**src/verilog/wbp_pkg.sv**
```systemverilog
// Packet bridge definitions
package wbp_pkg;

   // Stream word layout, bit 18 is a spare flag
   localparam int stream_width = 19;
   localparam int data_width   = 16;
   localparam int sof_bit      = 16;
   localparam int eof_bit      = 17;
   localparam int trig_width   = 6;

   // First word of a command packet
   typedef struct packed {
      logic                  rd;
      logic                  wr;
      logic [trig_width-1:0] trig_mask;
      logic [7:0]            seqno;
   } cmd_word_t;

   // One 16-bit word, seen as plain data or as a command word
   typedef union packed {
      logic [data_width-1:0] raw;
      cmd_word_t             cmd;
   } ctrl_word_u;

   // Takes the place of rd, wr and trig_mask in the response command word
   localparam logic [7:0] resp_marker = 8'hAA;

   // Register bank geometry
   localparam int reg_words     = 64;
   localparam int reg_addr_bits = 6;

   localparam int fifo_depth    = 16;
   localparam int fifo_ptr_bits = 4;

   // Packet engine states
   localparam logic [3:0] st_idle      = 4'd0;
   localparam logic [3:0] st_len       = 4'd1;
   localparam logic [3:0] st_addr_lsw  = 4'd2;
   localparam logic [3:0] st_addr_msw  = 4'd3;
   localparam logic [3:0] st_write     = 4'd4;
   localparam logic [3:0] st_dump      = 4'd5;
   localparam logic [3:0] st_trig_wait = 4'd6;
   localparam logic [3:0] st_rcmd      = 4'd7;
   localparam logic [3:0] st_rlen      = 4'd8;
   localparam logic [3:0] st_raddr_lsw = 4'd9;
   localparam logic [3:0] st_raddr_msw = 4'd10;
   localparam logic [3:0] st_read      = 4'd11;

endpackage

```
**src/verilog/wbp_stream_if.sv**
```systemverilog
// Packet stream bundle
`timescale 1ns/10ps

interface wbp_stream_if
   import wbp_pkg::*;
();

   logic [stream_width-1:0] data;
   logic                    src_rdy;
   logic                    dst_rdy;

   modport source (
      output data,
      output src_rdy,
      input  dst_rdy
   );

   modport sink (
      input  data,
      input  src_rdy,
      output dst_rdy
   );

endinterface

```
**src/verilog/short_fifo.sv**
```systemverilog
// Short stream FIFO
`timescale 1ns/10ps

module short_fifo
   import wbp_pkg::*;
(
   input  logic         clk,
   input  logic         rst_n_i,
   input  logic         clear_i,
   wbp_stream_if.sink   in_s,
   wbp_stream_if.source out_s
);

   logic [stream_width-1:0]  mem [fifo_depth];
   logic [fifo_ptr_bits-1:0] wr_ptr;
   logic [fifo_ptr_bits-1:0] rd_ptr;
   logic [fifo_ptr_bits:0]   count;
   logic                     push;
   logic                     pop;

   assign push = in_s.src_rdy & in_s.dst_rdy;
   assign pop  = out_s.src_rdy & out_s.dst_rdy;

   // Full only blocks the writer, empty only hides the head
   assign in_s.dst_rdy  = (count != (fifo_ptr_bits + 1)'(fifo_depth));
   assign out_s.src_rdy = (count != '0);

   // First word falls through to the output
   assign out_s.data = mem[rd_ptr];

   always_ff @(posedge clk or negedge rst_n_i)
   begin
      if (!rst_n_i)
      begin
         wr_ptr <= '0;
         rd_ptr <= '0;
         count  <= '0;
      end
      else if (clear_i)
      begin
         wr_ptr <= '0;
         rd_ptr <= '0;
         count  <= '0;
      end
      else
      begin
         if (push)
            wr_ptr <= wr_ptr + 1'b1;
         if (pop)
            rd_ptr <= rd_ptr + 1'b1;
         count <= count + {{fifo_ptr_bits{1'b0}}, push} - {{fifo_ptr_bits{1'b0}}, pop};
      end
   end

   always_ff @(posedge clk)
   begin
      if (push)
         mem[wr_ptr] <= in_s.data;
   end

   // No overflow or underflow ever shows up in the fill level
   a_count_range: assert property (@(posedge clk) disable iff (!rst_n_i)
      count <= fifo_depth);

   // Pointer distance tracks the fill level
   a_ptr_count: assert property (@(posedge clk) disable iff (!rst_n_i)
      (wr_ptr - rd_ptr) == count[fifo_ptr_bits-1:0]);

endmodule

```
**src/verilog/wb_packet_engine.sv**
```systemverilog
// Command packet engine
`timescale 1ns/10ps

module wb_packet_engine
   import wbp_pkg::*;
(
   input  logic                  clk,
   input  logic                  rst_n_i,
   input  logic                  clear_i,
   wbp_stream_if.sink            ctrl_s,
   wbp_stream_if.source          resp_s,
   input  logic [trig_width-1:0] triggers_i,
   output logic [data_width-1:0] wb_adr_o,
   output logic [data_width-1:0] wb_dat_mosi_o,
   input  logic [data_width-1:0] wb_dat_miso_i,
   output logic                  wb_we_o,
   output logic                  wb_stb_o,
   output logic                  wb_cyc_o,
   input  logic                  wb_ack_i
);

   logic [3:0]            state;
   logic [3:0]            done_state;
   logic                  rd;
   logic                  wr;
   logic [trig_width-1:0] trig_mask;
   logic [7:0]            seqno;
   logic [data_width-1:0] base_addr;
   logic [data_width-1:0] length;
   logic [data_width-1:0] count;
   ctrl_word_u            ctrl_word;
   ctrl_word_u            resp_word;
   logic                  ctrl_sof;
   logic                  ctrl_eof;
   logic                  last_word;
   logic                  trig_ok;
   logic                  bus_done;
   logic                  resp_sof;
   logic                  resp_eof;

   always_comb
   begin
      ctrl_word.raw = ctrl_s.data[data_width-1:0];
   end

   assign ctrl_sof  = ctrl_s.data[sof_bit];
   assign ctrl_eof  = ctrl_s.data[eof_bit];
   assign last_word = (count == data_width'(1));
   assign bus_done  = wb_stb_o & wb_ack_i;

   // Every trigger picked by the mask must be high
   assign trig_ok = &(triggers_i | ~trig_mask);

   // Where a packet goes once its eof is consumed
   assign done_state = rd ? st_trig_wait : st_idle;

   always_ff @(posedge clk or negedge rst_n_i)
   begin
      if (!rst_n_i)
      begin
         state     <= st_idle;
         rd        <= 1'b0;
         wr        <= 1'b0;
         trig_mask <= '0;
         count     <= '0;
         wb_adr_o  <= '0;
      end
      else if (clear_i)
      begin
         state <= st_idle;
      end
      else
      begin
         case (state)
            st_idle:
               // Stray words without sof just drain here
               if (ctrl_s.src_rdy && ctrl_sof)
               begin
                  rd        <= ctrl_word.cmd.rd;
                  wr        <= ctrl_word.cmd.wr;
                  trig_mask <= ctrl_word.cmd.trig_mask;
                  state     <= st_len;
               end
            st_len:
               if (ctrl_s.src_rdy)
               begin
                  count <= ctrl_word.raw;
                  state <= st_addr_lsw;
               end
            st_addr_lsw:
               if (ctrl_s.src_rdy)
               begin
                  wb_adr_o <= ctrl_word.raw;
                  state    <= st_addr_msw;
               end
            st_addr_msw:
               // High address word is dropped
               if (ctrl_s.src_rdy)
               begin
                  if (wr)
                     state <= st_write;
                  else if (ctrl_eof)
                     state <= done_state;
                  else
                     state <= st_dump;
               end
            st_write:
               if (bus_done)
               begin
                  if (!last_word)
                  begin
                     wb_adr_o <= wb_adr_o + data_width'(2);
                     count    <= count - data_width'(1);
                  end
                  else if (ctrl_eof)
                     state <= done_state;
                  else
                     state <= st_dump;
               end
            st_dump:
               if (ctrl_s.src_rdy && ctrl_eof)
                  state <= done_state;
            st_trig_wait:
            begin
               // Rewind to the packet's base for the read burst
               wb_adr_o <= base_addr;
               count    <= length;
               if (trig_ok)
                  state <= st_rcmd;
            end
            st_rcmd:
               if (resp_s.dst_rdy)
                  state <= st_rlen;
            st_rlen:
               if (resp_s.dst_rdy)
                  state <= st_raddr_lsw;
            st_raddr_lsw:
               if (resp_s.dst_rdy)
                  state <= st_raddr_msw;
            st_raddr_msw:
               if (resp_s.dst_rdy)
                  state <= st_read;
            st_read:
               if (bus_done)
               begin
                  if (last_word)
                     state <= st_idle;
                  else
                  begin
                     wb_adr_o <= wb_adr_o + data_width'(2);
                     count    <= count - data_width'(1);
                  end
               end
            default:
               state <= st_idle;
         endcase
      end
   end

   // Header fields echoed in the response
   always_ff @(posedge clk)
   begin
      if (state == st_idle && ctrl_s.src_rdy && ctrl_sof)
         seqno <= ctrl_word.cmd.seqno;
      if (state == st_len && ctrl_s.src_rdy)
         length <= ctrl_word.raw;
      if (state == st_addr_lsw && ctrl_s.src_rdy)
         base_addr <= ctrl_word.raw;
   end

   // Response word comes from the header fields or the bus
   always_comb
   begin
      resp_word.raw = wb_dat_miso_i;
      resp_sof      = 1'b0;
      resp_eof      = 1'b0;
      case (state)
         st_rcmd:
         begin
            {resp_word.cmd.rd, resp_word.cmd.wr, resp_word.cmd.trig_mask} = resp_marker;
            resp_word.cmd.seqno = seqno;
            resp_sof            = 1'b1;
         end
         st_rlen:
            resp_word.raw = length;
         st_raddr_lsw:
            resp_word.raw = base_addr;
         st_raddr_msw:
            resp_word.raw = '0;
         default:
            resp_eof = last_word;
      endcase
   end

   assign resp_s.data = {1'b0, resp_eof, resp_sof, resp_word.raw};

   assign resp_s.src_rdy = (state == st_rcmd) || (state == st_rlen)
                        || (state == st_raddr_lsw) || (state == st_raddr_msw)
                        || (state == st_read && bus_done);

   assign ctrl_s.dst_rdy = (state == st_idle) || (state == st_len)
                        || (state == st_addr_lsw) || (state == st_addr_msw)
                        || (state == st_dump) || (state == st_write && bus_done);

   // Strobe waits for write data or for room in the response FIFO
   assign wb_stb_o      = (state == st_write && ctrl_s.src_rdy)
                       || (state == st_read && resp_s.dst_rdy);
   assign wb_cyc_o      = wb_stb_o;
   assign wb_we_o       = (state == st_write);
   assign wb_dat_mosi_o = ctrl_word.raw;

   // Strobe only inside a burst that still has words to move
   a_stb_in_burst: assert property (@(posedge clk) disable iff (!rst_n_i)
      $rose(wb_stb_o) |-> ((state == st_write) || (state == st_read)) && count != '0);

   // Address and data stay put until the bank answers
   a_stb_hold: assert property (@(posedge clk) disable iff (!rst_n_i || clear_i)
      wb_stb_o && !wb_ack_i |=> wb_stb_o && $stable(wb_adr_o) && $stable(wb_dat_mosi_o));

   a_len_nonzero: assert property (@(posedge clk) disable iff (!rst_n_i)
      $changed(state) && (state == st_write || state == st_read) |-> length != '0);

endmodule

```
**src/verilog/wb_reg_bank.sv**
```systemverilog
// Wishbone register bank
`timescale 1ns/10ps

module wb_reg_bank
   import wbp_pkg::*;
(
   input  logic                  clk,
   input  logic                  rst_n_i,
   input  logic [data_width-1:0] wb_adr_i,
   input  logic [data_width-1:0] wb_dat_i,
   output logic [data_width-1:0] wb_dat_o,
   input  logic                  wb_we_i,
   input  logic                  wb_stb_i,
   input  logic                  wb_cyc_i,
   output logic                  wb_ack_o
);

   logic [data_width-1:0]    regs [reg_words];
   logic [reg_addr_bits-1:0] idx;
   logic                     access;

   // Word index, bit 0 selects a byte and is unused
   assign idx = wb_adr_i[reg_addr_bits:1];

   // Strobe seen during the ack cycle belongs to the access just served
   assign access = wb_stb_i & wb_cyc_i & ~wb_ack_o;

   always_ff @(posedge clk or negedge rst_n_i)
   begin
      if (!rst_n_i)
      begin
         wb_ack_o <= 1'b0;
         for (int i = 0; i < reg_words; i++)
            regs[i] <= '0;
      end
      else
      begin
         wb_ack_o <= access;
         if (access && wb_we_i)
            regs[idx] <= wb_dat_i;
      end
   end

   // Read data lines up with the ack
   always_ff @(posedge clk)
   begin
      if (access)
         wb_dat_o <= regs[idx];
   end

   a_ack_after_stb: assert property (@(posedge clk) disable iff (!rst_n_i)
      wb_ack_o |-> $past(wb_stb_i && wb_cyc_i));

endmodule

```
**src/verilog/wb_packet_bridge.sv**
```systemverilog
// Packet to Wishbone bridge
`timescale 1ns/10ps

module wb_packet_bridge
   import wbp_pkg::*;
(
   input  logic                    clk,
   input  logic                    rst_n_i,
   input  logic                    clear_i,
   input  logic [stream_width-1:0] data_i,
   input  logic                    src_rdy_i,
   output logic                    dst_rdy_o,
   output logic [stream_width-1:0] data_o,
   output logic                    src_rdy_o,
   input  logic                    dst_rdy_i,
   input  logic [trig_width-1:0]   triggers_i
);

   wbp_stream_if host_in_s ();
   wbp_stream_if ctrl_s ();
   wbp_stream_if resp_s ();
   wbp_stream_if host_out_s ();

   // Bus from engine to register bank
   logic [data_width-1:0] wb_adr;
   logic [data_width-1:0] wb_dat_mosi;
   logic [data_width-1:0] wb_dat_miso;
   logic                  wb_we;
   logic                  wb_stb;
   logic                  wb_cyc;
   logic                  wb_ack;

   assign host_in_s.data     = data_i;
   assign host_in_s.src_rdy  = src_rdy_i;
   assign dst_rdy_o          = host_in_s.dst_rdy;
   assign data_o             = host_out_s.data;
   assign src_rdy_o          = host_out_s.src_rdy;
   assign host_out_s.dst_rdy = dst_rdy_i;

   short_fifo ctrl_fifo (
      .clk     (clk),
      .rst_n_i (rst_n_i),
      .clear_i (clear_i),
      .in_s    (host_in_s),
      .out_s   (ctrl_s)
   );

   short_fifo resp_fifo (
      .clk     (clk),
      .rst_n_i (rst_n_i),
      .clear_i (clear_i),
      .in_s    (resp_s),
      .out_s   (host_out_s)
   );

   wb_packet_engine engine (
      .clk           (clk),
      .rst_n_i       (rst_n_i),
      .clear_i       (clear_i),
      .ctrl_s        (ctrl_s),
      .resp_s        (resp_s),
      .triggers_i    (triggers_i),
      .wb_adr_o      (wb_adr),
      .wb_dat_mosi_o (wb_dat_mosi),
      .wb_dat_miso_i (wb_dat_miso),
      .wb_we_o       (wb_we),
      .wb_stb_o      (wb_stb),
      .wb_cyc_o      (wb_cyc),
      .wb_ack_i      (wb_ack)
   );

   wb_reg_bank regs (
      .clk      (clk),
      .rst_n_i  (rst_n_i),
      .wb_adr_i (wb_adr),
      .wb_dat_i (wb_dat_mosi),
      .wb_dat_o (wb_dat_miso),
      .wb_we_i  (wb_we),
      .wb_stb_i (wb_stb),
      .wb_cyc_i (wb_cyc),
      .wb_ack_o (wb_ack)
   );

endmodule

```
**config.mk**
```make
export PLATFORM = sky130hd
export DESIGN_NAME = wb_packet_bridge
export DESIGN_NICKNAME = d
export VERILOG_FILES = /design/src/verilog/wbp_pkg.sv /design/src/verilog/wbp_stream_if.sv /design/src/verilog/short_fifo.sv /design/src/verilog/wb_packet_engine.sv /design/src/verilog/wb_reg_bank.sv /design/src/verilog/wb_packet_bridge.sv
export SDC_FILE = /design/constraint.sdc
export NUM_CORES = 2
export LEC_CHECK = 0
export BUFFER_PORTS_ARGS = -buffer_cell sky130_fd_sc_hd__buf_4
export CAP_MARGIN = 20
export CORE_ASPECT_RATIO = 0.8
export CORE_MARGIN = 2
export CORE_UTILIZATION = 51
export DETAILED_ROUTE_END_ITERATION = 16
export PLACE_DENSITY = 0.67
export SETUP_SLACK_MARGIN = 0.4
export SLEW_MARGIN = 0
export SYNTH_ARGS = -nofsm -noshare
export SYNTH_HDL_FRONTEND = slang
export SYNTH_HIERARCHICAL = 1
export SYNTH_SLANG_ARGS = --single-unit
```
**constraint.sdc**
```tcl
create_clock -name clk -period 6.17 [get_ports clk]
set_input_delay 0.617 -clock clk [delete_from_list [all_inputs] [get_ports clk]]
set_output_delay 0.617 -clock clk [all_outputs]
set_load 0.02 [all_outputs]
```
# Yosys cells after proc, flatten, opt, wreduce, memory -nomap -nowiden
# Memory sizes are Yosys's and may differ from the RTL's.
# Index checks and enable logic that the tools add are counted.
[totals]
ramBits = 592
n_memories = 2
in_bits = 30
regBits = 1151
[memory_table]
columns = ["memory", "depth", "width", "read_ports", "rd_ports_with_merged_regs", "write_ports", "line_no", "text"]
rows = [
  ["ctrl_fifo.mem", 16, 19, 1, 0, 1, "short_fifo.sv:14", "logic [stream_width-1:0] mem [fifo_depth];"],
  ["resp_fifo.mem", 16, 18, 1, 0, 1, "short_fifo.sv:14", ""],
]
[classes]
addsub = 10
reduce_logical = 38
bitwise_logic = 11
n_eq_ne = 32
magnitude_cmp = 2
mux = 49
[ops]
columns = ["op", "n"]
rows = [
  ["1024-bit bitwise mux", 1],
  ["16-bit two-way mux", 8],
  ["4-bit two-way mux", 25],
  ["16-bit binary-select mux with 6-bit select", 1],
  ["16-bit demux with 6-bit select", 1],
  ["16-bit one-hot mux with 3 select lines", 2],
  ["16-bit one-hot mux with 4 select lines", 1],
  ["4-bit one-hot mux with 12 select lines", 1],
  ["3-bit by 2-bit != test with 1-bit output (second input constant)", 9],
  ["16-bit by 2-bit adder with 16-bit output (second input constant)", 1],
  ["4-bit by 1-bit adder with 4-bit output (second input constant)", 4],
  ["16-bit by 1-bit equality test with 1-bit output (second input constant)", 1],
  ["4-bit by 3-bit equality test with 1-bit output (second input constant)", 4],
  ["4-bit equality test (second input constant)", 4],
  ["16-bit by 1-bit subtractor with 16-bit output (second input constant)", 1],
  ["3-bit != test (second input constant)", 5],
  ["14-bit AND reduction", 1],
  ["1-bit logical AND", 12],
  ["5-bit by 1-bit adder with 5-bit output", 2],
  ["1-bit logical OR", 10],
  ["5-bit two-way mux", 2],
  ["5-bit != test (second input constant)", 2],
  ["5-bit AND reduction", 2],
  ["5-bit nonzero test", 2],
  ["other kinds (21)", 40],
]

# Longest topological paths before layout
[depth]
depth_word = 10
depth_mapped = 21
ltp_nobuf = 19

# Modules after synthesis
# Netlist, hierarchy kept.
[by_module_without_submodules]
columns = ["module", "area_per_inst_um2", "n_inst", "seq_area_each_um2", "cells_per_inst"]
rows = [
  ["wb_reg_bank", 47212.8, 1, 26130.1, 3473],
  ["short_fifo", 12391.9, 2, 9454.1, 571],
  ["wb_packet_engine", 4872.2, 1, 2302.2, 512],
]

# Worst setup path before layout
# Ideal clock, no wire load.
[synth_timing]
kind = "reg2reg"
from = "reg ctrl_fifo.count[2]"
to = "mem resp_fifo/mem[0][0] in the netlist's numbering, enable pin"
n_path_buf = 3
t_arrival_ps = 4088
path_stages_with_launch = 14
setup_slack_ps = 1638
cell_sequence = "dfrtp_1 > inv_1 > ha_1 > or4b_1 > clkbuf_1 > clkbuf_1 > nor3b_1 > a22o_1 > and2_1 > nor2_1 > o22ai_1 > nand2_1 > buf_2 > nor4_1"
[synth_via]
elab_chain_len = 9
[synth_rtl]
columns = ["item", "line_no", "text"]
rows = [
  ["from (decl)", "short_fifo.sv:17", "logic [fifo_ptr_bits:0] count;"],
  ["from (signal assigned)", "short_fifo.sv:51", "count <= count + {{fifo_ptr_bits{1'b0}}, push} - {{fifo_ptr_bits{1'b0}}, pop};"],
  ["5-bit nonzero test", "short_fifo.sv:26", "assign out_s.src_rdy = (count != '0);"],
  ["named net ctrl_s.src_rdy", "wbp_stream_if.sv:9", "logic src_rdy;"],
  ["1-bit logical AND", "wb_packet_engine.sv:206", "assign wb_stb_o = (state == st_write && ctrl_s.src_rdy)"],
  ["1-bit logical OR", "wb_packet_engine.sv:207", "|| (state == st_read && resp_s.dst_rdy);"],
  ["named net wb_cyc", "wb_packet_bridge.sv:30", "logic wb_cyc;"],
  ["1-bit AND", "wb_packet_engine.sv:49", "assign bus_done = wb_stb_o & wb_ack_i;"],
  ["1-bit logical AND", "wb_packet_engine.sv:199", "|| (state == st_read && bus_done);"],
  ["1-bit logical OR", "wb_packet_engine.sv:199", ""],
  ["named net resp_s.src_rdy", "wbp_stream_if.sv:9", ""],
  ["1-bit AND", "short_fifo.sv:21", "assign push = in_s.src_rdy & in_s.dst_rdy;"],
  ["1-bit two-way mux", "short_fifo.sv:57", "if (push)"],
  ["1-bit two-way mux (not written as such)", "short_fifo.sv:58", "mem[wr_ptr] <= in_s.data;"],
  ["to (decl)", "short_fifo.sv:14", ""],
]
# The timed path passes the listed nets, and every way through them passes these cells.

# Final worst setup path
[layout_timing]
from = "reg engine.state[0]"
to = "mem resp_fifo/mem[8][8] in the netlist's numbering, data pin"
[layout_via]
elab_chain_len = 2
word_cells_on_any_way = 5
classes_between = "eq/ne: 4; mux: 1"
[layout_rtl]
columns = ["item", "line_no", "text"]
rows = [
  ["from (decl)", "wb_packet_engine.sv:22", "logic [3:0] state;"],
  ["from (signal assigned)", "wb_packet_engine.sv:61", "state <= st_idle;"],
  ["from (signal assigned)", "wb_packet_engine.sv:70", "state <= st_idle;"],
  ["from (signal assigned)", "wb_packet_engine.sv:82", "state <= st_len;"],
  ["4-bit equality test / 4-bit by 3-bit equality test with 1-bit output (equally long branches)", "wb_packet_engine.sv:177", "case (state)"],
  ["16-bit one-hot mux with 4 select lines *", "wb_packet_engine.sv:177", ""],
  ["named net resp_s.data[8]", "wbp_stream_if.sv:8", "logic [stream_width-1:0] data;"],
]
# The timed path passes the listed nets; every way through them passes the cells marked *.

==> run summary <==
Outcome = finished clean
Syn Std Cell Area = 75600 um2
Reg2reg start = engine/state[0]$_DFFE_PN0P_
CTS Sinks = 1733
Final hold viol count = 0
Worst slew pin tran = 1.42 ns
Share of layout cells above drive strength 1 = 36.9%
Max Cap Viol = 0
Leakage = 35.1 nW
Routed vias = 46083
Port-buffer cells = 49
Period Utilization, post-route = 73.2%
Setup WS post-layout = 1.66 ns
Maximum VDD drop = 0.000379 V
Max Used Layer = met5
Initial Util = 51.3%
Final wirelength = 210 mm
Initial antenna violation count = 14
Die Y-Extent = 348 um
DP HPWL = 126 mm
Largest net degree at the start of global routing = 160
# rows = 126
Syn Area/Cell = 15.0 um2
Relative slew slack = 5.43%
Starting DRT DRC Count = 5521
Clock Pin Slew Worst Setup and Hold Paths = 0.06 ns
GP Congestion = 0.939
CTS max path bufs = 3
Worst skew pair latency = 0.83 ns
Syn-to-layout area delta = 10.8%
TritonCTS clock tree = built
Post-CTS setup buffers = 0
Num ports = 51
Net count after synthesis = 5086
DR vias/cell = 6.50
PD cells = 399 nW/um2
CP arrival = 4.90 ns
Hold WC Path Type = input pin to register
Kind of critical path = register to register
Synth Warn # = 6
# H-tree levels = 4
Clk Tree Root Cell = clkbuf_16
Die W = 435 um
Setup crit start kind = register
Layout Skew = 0.0318 ns
Fillers = 11497
Residual DRC count = 0
Number of CTS-inserted buffers = 170
Vias in the first global route = 46097
Final setup viols = 0
Met2 WL post-DR = 91.4 mm
FMAX = 221 MHz
Global route total overflow = 0
Most common cell after layout, fill and taps aside = dfrtp_1
First-pass GRT wire length = 313 mm
Core footprint = 147000 um2
Hold wc startpoint = dst_rdy_i
Unrepaired setup endpoints after global routing = false
Fin. max-slew vios = 0
Critical Path End Type = register
M1 WL = 92.4 mm
Post-layout nets = 5024
Detail Route Antenna Nets = 0
Place WS = 1.71 ns
Avg WL per Cell = 29.6 um
DIE AREA = 151000 um2
Worst EP required = 6.56 ns
CP Max Fanout = 26
CP startpoint = engine/state[0]$_DFFE_PN0P_
Synth Instances = 5029
DR WL met3 = 20.4 mm
Drt first pass iters = 6
Total negative slack = 0 ns
Commonest non-fill, non-tap cells in the layout = dfrtp_1, mux2_2, edfxtp_1
Period minus WS final = 4.51 ns
Overall Global Routing Usage = 28.0%
[layout make-up]
| cell class | count | area [um2] | area share [%] |
|---|---|---|---|
| Timing Repair Buffer | 233 | 2200 | 2.63 |
| Clock buffer | 244 | 4910 | 5.86 |
| Sequential cell | 1733 | 46600 | 55.7 |
| Antenna cell | 8 | 20.0 | 0.0239 |
| Multi-Input combinational cell | 2783 | 26800 | 31.9 |
| Clock inverter | 64 | 608 | 0.726 |
| Tap cell | 1984 | 2480 | 2.96 |
| Inverter | 46 | 173 | 0.206 |
[critical path: stages (launching register included)]
cell	delay (ns)
dfrtp_1	0.81
and4b_1	1.04
a21oi_1	0.40
a222oi_1	1.23
inv_1	0.58
[state kept, by name, summed over array words and instances (netlist names), 4 cells and up]
| signal | cells |
|---|---|
| engine/trig_mask | 6 |
| resp_fifo/rd_ptr | 4 |
| resp_fifo/count | 5 |
| engine/count | 16 |
| resp_fifo/mem | 304 |
| engine/state | 4 |
| resp_fifo/wr_ptr | 4 |
| engine/wb_adr_o | 6 |
| ctrl_fifo/wr_ptr | 4 |
| engine/seqno | 8 |
| ctrl_fifo/mem | 288 |
| ctrl_fifo/count | 5 |
| engine/base_addr | 16 |
| regs/wb_dat_o | 16 |
| engine/length | 16 |
| regs/regs | 1024 |
| ctrl_fifo/rd_ptr | 4 |
[through the flow]
stage          hold slack (ns)  cell area [um2]  utilization (%)  cells  power [mW]
6_report                0.0941            83800             56.8   7095        33.5
3_5_place_dp             0.476            78000             52.9   6759        23.2
2_1_floorplan            0.321            75600                -   5029        19.1
5_1_grt                 0.0707            83800             56.8   7087        34.6
4_1_cts                 0.0393            83500             56.7   7068        33.4
3_3_place_gp             0.468            77700             52.7   6743        23.0
[what timing repair did]
item,in CTS,in global routing
resized for setup,0,0
hold endpoints to repair,105,0
hold buffers,1,0
[path summary, 6_finish.rpt]
| check | depth (start not counted) | slack [ns] | to |
|---|---|---|---|
| setup / recovery | 4 | 1.66 | resp_fifo/mem[8][8]$_DFFE_PP_ |
| hold / removal | 3 | 0.09 | resp_fifo/rd_ptr[1]$_DFFE_PN0P_ |
| setup reg to reg | 4 | 1.66 | resp_fifo/mem[8][8]$_DFFE_PP_ |
| hold reg to reg | 1 | 0.49 | regs/regs[126]$_DFFE_PN0P_ |
| max in group asynchronous | 4 | 4.00 | regs/regs[534]$_DFFE_PN0P_ |
| min in group asynchronous | 2 | 0.53 | regs/regs[306]$_DFFE_PN0P_ |
[routing by layer]
layer	global-route usage, %	vias to the layer above
met5	0	-
met2	39.9	2006
met3	7.28	341
met1	42.0	24552
li1	-	19178
met4	8.74	6
[where the power goes]
| group | switching, mW | leakage, nW | internal [mW] | total [mW] |
|---|---|---|---|---|
| clock network | 4.45 | 2.68 | 5.84 | 10.3 |
| registers | 0.648 | 21.0 | 12.6 | 13.2 |
| logic | 7.23 | 11.4 | 2.71 | 9.94 |
| total | 12.3 | 35.1 | 21.1 | 33.5 |
(Power assumes the default switching activity.)
